==> config.mk <==
export PLATFORM = sky130hd
export DESIGN_NAME = lsu_top
export DESIGN_NICKNAME = d
export VERILOG_FILES = /design/src/logic/lsu_pkg.sv /design/src/logic/lsu_ctrl_fsm.sv /design/src/logic/lsu_wdata_align.sv /design/src/logic/lsu_rdata_align.sv /design/src/logic/lsu_top.sv
export SDC_FILE = /design/constraint.sdc
export NUM_CORES = 1
export LEC_CHECK = 0
export ABC_AREA = 1
export BUFFER_PORTS_ARGS = -buffer_cell sky130_fd_sc_hd__buf_4
export CAP_MARGIN = 20
export CELL_PAD_IN_SITES_DETAIL_PLACEMENT = 1
export CELL_PAD_IN_SITES_GLOBAL_PLACEMENT = 2
export CORE_MARGIN = 2
export CORE_UTILIZATION = 27
export CTS_CLUSTER_SIZE = 40
export DETAILED_ROUTE_END_ITERATION = 8
export PLACE_DENSITY_LB_ADDON = 0.1
export SLEW_MARGIN = 20
export SYNTH_ARGS = -nofsm -noshare
export SYNTH_HDL_FRONTEND = slang
export SYNTH_HIERARCHICAL = 1
export SYNTH_SLANG_ARGS = --single-unit
==> constraint.sdc <==
create_clock -name clk_i -period 8.3 [get_ports clk_i]
set_clock_uncertainty 0.2 [all_clocks]
set_input_delay 0.415 -clock clk_i [delete_from_list [all_inputs] [get_ports clk_i]]
set_output_delay 0.415 -clock clk_i [all_outputs]
set_load 0.01 [all_outputs]
==> src/logic/lsu_pkg.sv <==
// load/store unit shared types: bus widths, access type and request/response structs

package lsu_pkg;

  ////////////////////////////////////////////////////////////////////////////
  // widths with a meaning
  ////////////////////////////////////////////////////////////////////////////

  // byte address as computed by the execute stage
  typedef logic [31:0] addr_t;
  // one 64-bit bus beat, also used for the extended load result
  typedef logic [63:0] bus_data_t;
  // one enable per byte lane
  typedef logic [7:0]  be_t;
  // byte position inside a beat
  typedef logic [2:0]  lane_off_t;
  // byte offset of store data inside the source register
  typedef logic [1:0]  reg_off_t;

  // access size, encoding 2'b11 is illegal
  typedef enum logic [1:0] {
    dt_word = 2'b00,
    dt_half = 2'b01,
    dt_byte = 2'b10
  } data_type_e;

  ////////////////////////////////////////////////////////////////////////////
  // bundles
  ////////////////////////////////////////////////////////////////////////////

  // access from the execute stage, held stable until data_valid_o
  typedef struct packed {
    logic       we;
    data_type_e data_type;
    logic       sign_ext;
    reg_off_t   reg_offset;
    bus_data_t  wdata;
    addr_t      addr;
  } lsu_req_t;

  // bus request, only meaningful in the cycle of request and grant
  typedef struct packed {
    addr_t     addr;
    logic      we;
    be_t       be;
    bus_data_t wdata;
  } mem_req_t;

  // bus response, err only counts together with rvalid
  typedef struct packed {
    logic      rvalid;
    logic      err;
    bus_data_t rdata;
  } mem_rsp_t;

endpackage

==> src/logic/lsu_ctrl_fsm.sv <==
// transaction FSM of the load/store unit with misaligned split and error reporting
`timescale 1ns/1ns

module lsu_ctrl_fsm (
  input  logic               clk_i,
  input  logic               rst_ni,
  input  logic               req_ex_i,
  input  lsu_pkg::data_type_e data_type_i,
  input  lsu_pkg::lane_off_t  lane_off_i,
  input  lsu_pkg::addr_t      addr_i,
  input  logic               data_gnt_i,
  input  logic               rvalid_i,
  input  logic               err_i,
  input  logic               we_q_i,
  output logic               data_req_o,
  output logic               data_valid_o,
  output logic               addr_incr_req_o,
  output logic               second_part_o,
  output logic               accept_o,
  output logic               first_beat_o,
  output logic               load_err_o,
  output logic               store_err_o,
  output logic               busy_o,
  output lsu_pkg::addr_t      addr_last_o
);

  import lsu_pkg::*;

  typedef enum logic [2:0] {
    st_idle,
    st_wait_gnt_mis,
    st_wait_rvalid_mis,
    st_wait_gnt,
    st_wait_rvalid
  } lsu_state_e;

  lsu_state_e state_q, state_d;
  // set once the first half of a split access has been granted
  logic       second_part_q, second_part_d;
  logic       split;
  addr_t      addr_last_q;

  // word crossing lane 7 or half word starting in lane 7
  assign split = ((data_type_i == dt_word) && (lane_off_i > 3'd4)) ||
                 ((data_type_i == dt_half) && (lane_off_i == 3'd7));

  ////////////////////////////////////////////////////////////////////////////
  // next state and strobes
  ////////////////////////////////////////////////////////////////////////////

  always_comb begin
    state_d         = state_q;
    second_part_d   = second_part_q;
    data_req_o      = 1'b0;
    data_valid_o    = 1'b0;
    addr_incr_req_o = 1'b0;
    first_beat_o    = 1'b0;
    unique case (state_q)
      st_idle: begin
        if (req_ex_i) begin
          data_req_o = 1'b1;
          if (data_gnt_i) begin
            second_part_d = split;
            state_d       = split ? st_wait_rvalid_mis : st_wait_rvalid;
          end else begin
            state_d = split ? st_wait_gnt_mis : st_wait_gnt;
          end
        end
      end
      st_wait_gnt_mis: begin
        data_req_o = 1'b1;
        if (data_gnt_i) begin
          second_part_d = 1'b1;
          state_d       = st_wait_rvalid_mis;
        end
      end
      st_wait_rvalid_mis: begin
        // core switches to addr_last_o + 8 while this is high
        addr_incr_req_o = 1'b1;
        if (rvalid_i) begin
          if (err_i) begin
            // a failed first half drops the second half
            data_valid_o  = 1'b1;
            second_part_d = 1'b0;
            state_d       = st_idle;
          end else begin
            first_beat_o = ~we_q_i;
            data_req_o   = 1'b1;
            state_d      = data_gnt_i ? st_wait_rvalid : st_wait_gnt;
          end
        end
      end
      st_wait_gnt: begin
        addr_incr_req_o = second_part_q;
        data_req_o      = 1'b1;
        if (data_gnt_i) begin
          state_d = st_wait_rvalid;
        end
      end
      st_wait_rvalid: begin
        if (rvalid_i) begin
          data_valid_o  = 1'b1;
          second_part_d = 1'b0;
          state_d       = st_idle;
        end
      end
      default: begin
        state_d = st_idle;
      end
    endcase
  end

  assign accept_o      = data_req_o & data_gnt_i;
  assign second_part_o = second_part_q;

  // error type comes from the store flag captured at accept
  assign load_err_o  = rvalid_i & err_i & ~we_q_i;
  assign store_err_o = rvalid_i & err_i & we_q_i;

  // busy from the first request until the final response
  assign busy_o      = (state_q == st_wait_rvalid) | (state_q == st_wait_rvalid_mis) |
                       data_req_o;
  assign addr_last_o = addr_last_q;

  always_ff @(posedge clk_i or negedge rst_ni) begin
    if (!rst_ni) begin
      state_q       <= st_idle;
      second_part_q <= 1'b0;
      addr_last_q   <= '0;
    end else begin
      state_q       <= state_d;
      second_part_q <= second_part_d;
      // keep the failing address for the trap value
      if (accept_o && !(load_err_o || store_err_o)) begin
        addr_last_q <= addr_i;
      end
    end
  end

  ////////////////////////////////////////////////////////////////////////////
  // bus protocol checks
  ////////////////////////////////////////////////////////////////////////////

  // a response with nothing outstanding
  a_no_rvalid_idle: assert property (@(posedge clk_i) disable iff (!rst_ni)
    (state_q == st_idle) |-> !rvalid_i);

  a_err_with_rvalid: assert property (@(posedge clk_i) disable iff (!rst_ni)
    err_i |-> rvalid_i);

  // bus must not grant a new beat before the pending one returns
  a_no_gnt_waiting: assert property (@(posedge clk_i) disable iff (!rst_ni)
    ((state_q == st_wait_rvalid) && data_gnt_i) |-> rvalid_i);

endmodule

==> src/logic/lsu_wdata_align.sv <==
// store side of the load/store unit: byte enables, lane rotation and aligned address
`timescale 1ns/1ns

module lsu_wdata_align (
  input  lsu_pkg::lsu_req_t req_i,
  input  logic             second_part_i,
  output lsu_pkg::mem_req_t mem_req_o
);

  import lsu_pkg::*;

  lane_off_t    lane_off;
  // byte distance between register position and lane position
  lane_off_t    rot;
  be_t          size_mask;
  logic [15:0]  be_wide;
  logic [127:0] wdata_dup;

  assign lane_off = req_i.addr[2:0];

  ////////////////////////////////////////////////////////////////////////////
  // byte enables
  ////////////////////////////////////////////////////////////////////////////

  always_comb begin
    unique case (req_i.data_type)
      dt_word: size_mask = 8'b0000_1111;
      dt_half: size_mask = 8'b0000_0011;
      dt_byte: size_mask = 8'b0000_0001;
      default: size_mask = 8'b0000_0000;
    endcase
  end

  // upper byte holds the lanes that spill past lane 7
  assign be_wide = {8'h00, size_mask} << lane_off;

  ////////////////////////////////////////////////////////////////////////////
  // store data rotation
  ////////////////////////////////////////////////////////////////////////////

  // modulo 8 falls out of the 3 bit subtraction
  assign rot = lane_off - {1'b0, req_i.reg_offset};

  // rotate left by rot bytes via a doubled copy
  assign wdata_dup = {req_i.wdata, req_i.wdata} << {rot, 3'b000};

  assign mem_req_o.addr  = {req_i.addr[31:3], 3'b000};
  assign mem_req_o.we    = req_i.we;
  assign mem_req_o.be    = second_part_i ? be_wide[15:8] : be_wide[7:0];
  assign mem_req_o.wdata = wdata_dup[127:64];

  // encoding 2'b11 has no byte enable pattern
  always_comb begin
    assert (req_i.data_type inside {dt_word, dt_half, dt_byte})
      else $error("illegal access type on store path");
  end

endmodule

==> src/logic/lsu_rdata_align.sv <==
// load side of the load/store unit: attribute capture, beat merge and extension
`timescale 1ns/1ns

module lsu_rdata_align (
  input  logic               clk_i,
  input  logic               rst_ni,
  input  logic               accept_i,
  input  logic               first_beat_i,
  input  lsu_pkg::data_type_e data_type_i,
  input  logic               sign_ext_i,
  input  logic               we_i,
  input  lsu_pkg::lane_off_t  lane_off_i,
  input  lsu_pkg::bus_data_t  rdata_i,
  output logic               we_q_o,
  output lsu_pkg::bus_data_t  rdata_o
);

  import lsu_pkg::*;

  lane_off_t    off_q;
  data_type_e   type_q;
  logic         sign_ext_q;
  logic         we_q;
  // low beat of a split load
  bus_data_t    first_q;
  logic         split_q;
  bus_data_t    lo_beat;
  logic [127:0] seq;
  logic [127:0] shifted;
  logic [31:0]  raw;

  ////////////////////////////////////////////////////////////////////////////
  // capture at accept
  ////////////////////////////////////////////////////////////////////////////

  always_ff @(posedge clk_i or negedge rst_ni) begin
    if (!rst_ni) begin
      off_q      <= '0;
      type_q     <= dt_word;
      sign_ext_q <= 1'b0;
      we_q       <= 1'b0;
    end else if (accept_i) begin
      off_q      <= lane_off_i;
      type_q     <= data_type_i;
      sign_ext_q <= sign_ext_i;
      we_q       <= we_i;
    end
  end

  always_ff @(posedge clk_i) begin
    if (first_beat_i) begin
      first_q <= rdata_i;
    end
  end

  assign we_q_o = we_q;

  ////////////////////////////////////////////////////////////////////////////
  // realignment
  ////////////////////////////////////////////////////////////////////////////

  // same split rule as the FSM, from the captured attributes
  assign split_q = ((type_q == dt_word) && (off_q > 3'd4)) ||
                   ((type_q == dt_half) && (off_q == 3'd7));

  // an unsplit access lies fully inside the current beat
  assign lo_beat = split_q ? first_q : rdata_i;
  assign seq     = {rdata_i, lo_beat};
  assign shifted = seq >> {off_q, 3'b000};
  assign raw     = shifted[31:0];

  // zero or sign extension to 64 bits
  always_comb begin
    unique case (type_q)
      dt_word: rdata_o = {{32{sign_ext_q & raw[31]}}, raw};
      dt_half: rdata_o = {{48{sign_ext_q & raw[15]}}, raw[15:0]};
      dt_byte: rdata_o = {{56{sign_ext_q & raw[7]}}, raw[7:0]};
      default: rdata_o = '0;
    endcase
  end

endmodule

==> src/logic/lsu_top.sv <==
// load/store unit top level between the execute stage and the 64-bit data bus
`timescale 1ns/1ns

module lsu_top (
  input  logic              clk_i,
  input  logic              rst_ni,
  input  logic              req_ex_i,
  input  lsu_pkg::lsu_req_t  lsu_req_i,
  output logic              data_req_o,
  input  logic              data_gnt_i,
  output lsu_pkg::mem_req_t  mem_req_o,
  input  lsu_pkg::mem_rsp_t  mem_rsp_i,
  output lsu_pkg::bus_data_t rdata_ex_o,
  output logic              data_valid_o,
  output logic              addr_incr_req_o,
  output logic              load_err_o,
  output logic              store_err_o,
  output logic              busy_o,
  output lsu_pkg::addr_t     addr_last_o
);

  import lsu_pkg::*;

  lane_off_t lane_off;
  logic      second_part;
  logic      accept;
  logic      first_beat;
  // store flag of the access that owns the pending response
  logic      we_q;

  assign lane_off = lsu_req_i.addr[2:0];

  lsu_ctrl_fsm u_ctrl_fsm (
    .clk_i           (clk_i),
    .rst_ni          (rst_ni),
    .req_ex_i        (req_ex_i),
    .data_type_i     (lsu_req_i.data_type),
    .lane_off_i      (lane_off),
    .addr_i          (lsu_req_i.addr),
    .data_gnt_i      (data_gnt_i),
    .rvalid_i        (mem_rsp_i.rvalid),
    .err_i           (mem_rsp_i.err),
    .we_q_i          (we_q),
    .data_req_o      (data_req_o),
    .data_valid_o    (data_valid_o),
    .addr_incr_req_o (addr_incr_req_o),
    .second_part_o   (second_part),
    .accept_o        (accept),
    .first_beat_o    (first_beat),
    .load_err_o      (load_err_o),
    .store_err_o     (store_err_o),
    .busy_o          (busy_o),
    .addr_last_o     (addr_last_o)
  );

  lsu_wdata_align u_wdata_align (
    .req_i         (lsu_req_i),
    .second_part_i (second_part),
    .mem_req_o     (mem_req_o)
  );

  lsu_rdata_align u_rdata_align (
    .clk_i        (clk_i),
    .rst_ni       (rst_ni),
    .accept_i     (accept),
    .first_beat_i (first_beat),
    .data_type_i  (lsu_req_i.data_type),
    .sign_ext_i   (lsu_req_i.sign_ext),
    .we_i         (lsu_req_i.we),
    .lane_off_i   (lane_off),
    .rdata_i      (mem_rsp_i.rdata),
    .we_q_o       (we_q),
    .rdata_o      (rdata_ex_o)
  );

endmodule

# Yosys cells after proc, flatten, opt, wreduce, memory -nomap -nowiden
# Cells that the tools add are included.
# totals
mem_bits_rw	0
latch_bits	0
rom_bits	0
out_inout_bits	207
mem_count	0
regBits	107
# classes
mux	34
shifts	3
n_addsub	1
n_reduce_logical	16
div_mod_pow	0
bitwise_logic	10
eq_ne	17
n_mul	0
magnitude_cmp	2
# op_table
cell	n
case mux 64 bit (3 select lines)	1
left shift 128 x 6 -> 128 bit	1
right shift 128 x 6 -> 32 bit	1
2-to-1 mux 64 bit	1
2-to-1 mux 3 bit	9
left shift 4 x 3 -> 16 bit	1
2-to-1 mux 1 bit	15
case mux 3 bit (5 select lines)	1
!= test 2 bit (second input constant)	7
case mux 4 bit (3 select lines)	1
equality test 3 bit (second input constant)	3
2-to-1 mux 8 bit	1
bitwise AND 1 bit	7
AND reduction 7 bit	1
equality test 3 x 2 -> 1 bit (second input constant)	2
greater-than comparator 3 bit (second input constant)	2
logical AND 1 bit	5
AND reduction 5 bit	1
equality test 2 x 1 -> 1 bit (second input constant)	2
equality test 2 bit (second input constant)	2
zero test 2 bit	2
case mux 1 bit (2 select lines)	2
case mux 1 bit (4 select lines)	1
nonzero test 4 bit	1
10 further kinds	13

# Longest topological paths before layout
# logic_depth
depth_word	7
depth_mapped	16
mapped_depth_nobuf	13

# Cells and area by module
# Netlist, hierarchy kept.
# modules_own_cells
module	instances	cells_each	area_each_um2
lsu_rdata_align	1	816	5475.3
lsu_wdata_align	1	577	2773.9
lsu_ctrl_fsm	1	229	1831.8

# Worst setup path after synthesis
# No wires, ideal clock.
# synth_timing
path_type	reg2reg
from	register u_ctrl_fsm.state_q[2]
to	register u_rdata_align.first_q[10], enable pin
arrival_ns	3.146
synth_period_minus_slack_ns	3.816
stages_incl_launch_ff	6
setup_ns	0.470
required_time_ns	7.630
slack_ns	4.484
cell_sequence	dfrtp_1 > inv_2 > nand2_2 > nor2_4 > nand2_2 > nor2_1
# synth_between
elab_chain_cells	2
# synth_rtl
item	line_no	rtl
start, declared	lsu_ctrl_fsm.sv:37	lsu_state_e state_q, state_d;
start signal, assigned	lsu_ctrl_fsm.sv:127	state_q <= st_idle;
start signal, assigned	lsu_ctrl_fsm.sv:131	state_q <= state_d;
equality test 3 x 2 -> 1 bit	lsu_ctrl_fsm.sv:58	unique case (state_q)
2-to-1 mux 1 bit	lsu_ctrl_fsm.sv:58	
via first_beat	lsu_top.sv:27	logic first_beat;
end signal, assigned	lsu_rdata_align.sv:52	first_q <= rdata_i;
end, declared	lsu_rdata_align.sv:25	bus_data_t first_q;
# The timed path passes the listed nets, and every way through them passes these cells.
# A chain may end at the register's enable or synchronous reset.

# Worst setup path after layout
# layout_timing
from	register u_rdata_align.off_q[0]
to	output rdata_ex_o[40]
# layout_between
elab_chain_cells	7
word_cells_on_any_way	11
classes_between	order compare: 1; eq/ne: 1; shift: 1; mux: 2; bitwise: 3; reduce/logical: 3
# layout_rtl
item	line_no	rtl
start, declared	lsu_rdata_align.sv:20	lane_off_t off_q;
start signal, assigned	lsu_rdata_align.sv:43	off_q <= lane_off_i;
greater-than comparator 3 bit or equality test 3 bit (tied branches)	lsu_rdata_align.sv:63, lsu_rdata_align.sv:64	
logical AND 1 bit (on tied branches)	lsu_rdata_align.sv:63, lsu_rdata_align.sv:64	
logical OR 1 bit	lsu_rdata_align.sv:63	assign split_q = ((type_q == dt_word) && (off_q > 3'd4)) ||
2-to-1 mux 64 bit	lsu_rdata_align.sv:67	assign lo_beat = split_q ? first_q : rdata_i;
right shift 128 x 6 -> 32 bit (*)	lsu_rdata_align.sv:69	assign shifted = seq >> {off_q, 3'b000};
bitwise AND 1 bit (on tied branches)	lsu_rdata_align.sv:77, lsu_rdata_align.sv:75, lsu_rdata_align.sv:76	
case mux 64 bit (3 select lines) (*)	lsu_rdata_align.sv:74	unique case (type_q)
end, declared	lsu_top.sv:13	output lsu_pkg::bus_data_t rdata_ex_o,
# Every way passes the cells marked *; elsewhere a longest branch is shown, timed or not.

==> metrics.txt <==
CP Launch Point=u_rdata_align/off_q[0]$_DFFE_PN0P_; # IOs=379; Rel. slew slack=38.80%; Final ANT Viol Nets=0; GRT Total Usage=21.51%; Syn Inst Count=1622; final wirelength=42990 µm; detailed placement HPWL=30970 µm; total gr overflow=0; RSZ-0062 raised after global routing=no; largest net degree at the start of global routing=66; FF-to-FF End=u_rdata_align/we_q_o$_DFFE_PN0P_; number of global-route vias before repair=12190; Post-synth EDFFs=56; fin nets=2031; worst reg2reg setup slack=5.90 ns; Placer Congestion=0.8138; CTS tree=yes; Critical Path Max Stage Delay=0.82 ns; Worst Hold Class=in2reg; Crit Path Class=reg2out; TNS Setup=0 ns; Chip Width=197.2 µm; clock power share=9.8%; slowest stage cell, crit path=dfrtp_2; Mapped Area=10080 µm²; H-tree depth=3; CP required=7.69 ns; Initial Util=27.47%; post-placement cell area=12540 µm²; number of synthesized register bits=99; Max Slew Vio Count=0; Synth Area per Inst=6.215 µm²; initial antenna violation count=1; drt wl/cell=18.46 µm; fraction of registers with async set or reset after synthesis=43.43%; Core Box Area=36700 µm²; CTS Buffer Depth=2; cts bufs inserted=9; final hold vios=0; Gate power share=72.7%; Worst Setup Start Kind=flop; n_diodes=0; f_max=0.1778 GHz; Synth Warn #=6; Reg power frac=17.5%; number of I/O port buffers=375; Design Area, Final=12820 µm²; clk root buf=clkbuf_16; clk_lat worst skew=0.36 ns; Net Sw Frac=52.00%; Die ar.=38900 µm²; power per standard cell area=328.1 nW/µm²; # Post-CTS Setup Buffers=0; DR iter-0 viols=540; TritonRoute pass-1 iters=5; Worst VDD drop=0.0001248 V; Crit Path Max Fanout=55; via count=11990; Net Sw Power=2.188 mW; final period utilization=67.75%; CTS sink count=99; layout cell share with drive strength beyond 1=23.48%; count of final setup violators=0; critical path cell sequence=buf_4 -> nand2_1 -> nor2_2 -> nand2_2 -> buf_4 -> nand2_2 -> nand2_1 -> nand3_1 -> nand3_1 -> nand3_1 -> nand3_2 -> nand3_2 -> buf_4; crit path capture type=output pin; Reg clk slew, reported paths=0.07 ns; area grow syn2layout=27.21%; Netlist cell types=37; ys flop type=edfxtp_1; # rows=70; FF-to-FF path depth=6; detailed-route vias per instance=5.149; post_cts resized=0; outcome=completed; Final Critical Period=5.623 ns; reg-to-reg startpoint=u_ctrl_fsm/state_q[0]$_DFFE_PN0P_; leak pwr=6.643 nW; Max Cap Violations=0; first-pass GRT wire length=66790 µm; DRC=0; internal power=2.020 mW; Worst Max-Slew Pin Slew=0.9169 ns; Crit path arrival time=5.01 ns; post-synthesis sequential area ratio=27.36%; Setup crit end=rdata_ex_o[40]; Die Ht=197.2 µm
## synthesized netlist by cell type (2+ instances only)
library cell,number,area (µm²)
nor3_1,2,10.01
clkinv_1,3,11.26
ha_1,2,25.02
or2_2,2,12.51
nand2_1,524,1967
nand3b_1,40,300.3
o211ai_1,11,82.58
dfrtp_1,43,1076
nor2_2,2,12.51
o21ai_0,35,175.2
buf_1,12,45.04
buf_6,11,123.9
buf_4,85,638.1
edfxtp_1,56,1682
nand3_1,500,2502
nand3_4,3,52.55
clkbuf_1,27,101.4
nand4_1,36,225.2
nand2_2,7,43.79
buf_2,36,180.2
o21ai_1,6,30.03
nand3_2,3,30.03
inv_2,6,22.52
inv_1,99,371.6
a21boi_1,2,15.01
a21oi_1,30,150.1
nor2_1,29,108.9
## worst min path at each step
| stage | start | endpoint | slack, ns | cells past startpoint |
|---|---|---|---|---|
| after detailed placement | u_ctrl_fsm/addr_last_o[1]$_DFFE_PN0P_ | u_ctrl_fsm/addr_last_o[1]$_DFFE_PN0P_ | 0.26 | 2 |
| after floorplan | rst_ni | u_ctrl_fsm/addr_last_o[0]$_DFFE_PN0P_ | -0.08 | 0 |
| after global routing | mem_rsp_i[45] | u_rdata_align/first_q[45]$_DFFE_PP_ | 0.01 | 1 |
| after global placement | u_ctrl_fsm/addr_last_o[6]$_DFFE_PN0P_ | u_ctrl_fsm/addr_last_o[6]$_DFFE_PN0P_ | 0.25 | 2 |
| after CTS | mem_rsp_i[57] | u_rdata_align/first_q[57]$_DFFE_PP_ | 0.01 | 1 |
| final | mem_rsp_i[28] | u_rdata_align/first_q[28]$_DFFE_PP_ | 0.03 | 1 |
## sequential cells by signal, indices dropped and copies added, names as in the netlist
register / count
u_rdata_align/first_q: 56
u_ctrl_fsm/state_q: 3
u_rdata_align/off_q: 3
u_ctrl_fsm/addr_last_o: 32
u_rdata_align/type_q: 2
u_rdata_align/we_q_o: 1
u_rdata_align/sign_ext_q: 1
u_ctrl_fsm/second_part_o: 1
## per-stage QoR
stage | cells | util [%] | total power [mW] | hold slack [ns] | worst slack (ns)
6_report | 2329 | 34.94 | 4.208 | 0.03300 | 2.677
3_3_place_gp | 2312 | 34.16 | 3.813 | 0.2539 | 2.855
3_5_place_dp | 2312 | 34.17 | 3.835 | 0.2637 | 2.633
5_1_grt | 2329 | 34.94 | 4.593 | 0.01167 | 2.211
4_1_cts | 2329 | 34.93 | 4.273 | 0.01079 | 2.210
2_1_floorplan | 1624 | - | 2.687 | -0.08059 | 4.484
## cells by family after synthesis
group,synth area share [%]
other,0.03720
adder cells (fa/ha/maj),0.4468
multiplexers,0.1117
flip-flops,27.36
AO/OA/AOI/OAI,4.766
AND/OR/NAND/NOR,52.40
buffers and inverters,14.88
## placed cells by master (no fill, tap or decap), types with 28 or more instances in the layout
cell type  instances
nand2_1          524
a21oi_1           30
edfxtp_1          56
o21ai_0           35
dfrtp_1           41
nand3b_1          40
buf_4            391
inv_1             99
nor2_1            28
nand3_1          499
nand4_1           36
## layout make-up
| class | count | area, µm² |
|---|---|---|
| Fill cell | 4780 | 23870 |
| Clock buffer | 11 | 232.7 |
| Inverter | 109 | 415.4 |
| Clock inverter | 5 | 36.28 |
| Sequential cell | 99 | 2760 |
| Timing Repair Buffer | 392 | 2945 |
| Multi-Input combinational cell | 1245 | 5848 |
| Tap cell | 468 | 585.6 |
## critical path: cells and delay by family (launching register included)
kind          cells  cell delay (ns)
buf+inv           3             1.06
flops             1             0.82
simple gates     10             2.67
## power groups by stage
stage | logic, mW | registers [mW] | clock network (mW)
5_1_grt | 3.39 | 0.756 | 0.450
4_1_cts | 3.10 | 0.738 | 0.435
3_5_place_dp | 3.09 | 0.744 | 0
6_report | 3.06 | 0.736 | 0.413
2_1_floorplan | 1.95 | 0.739 | 0
3_3_place_gp | 3.07 | 0.740 | 0
## repair_timing
action / in CTS / in global routing
setup endpoints to repair: 0 / 0
endpoints found under the hold margin: 43 / 0
hold buffers: 1 / 0
## routing by layer
| metal | up-vias | global-route usage (%) | wire [µm] |
|---|---|---|---|
| li1 | 5853 | - | - |
| met3 | 33 | 4.012 | 2549 |
| met1 | 5760 | 28.08 | 19150 |
| met4 | 2 | 4.344 | 590 |
| met5 | - | 0 | 16 |
| met2 | 345 | 36.98 | 20680 |
Power figures use the tool's default switching activity.
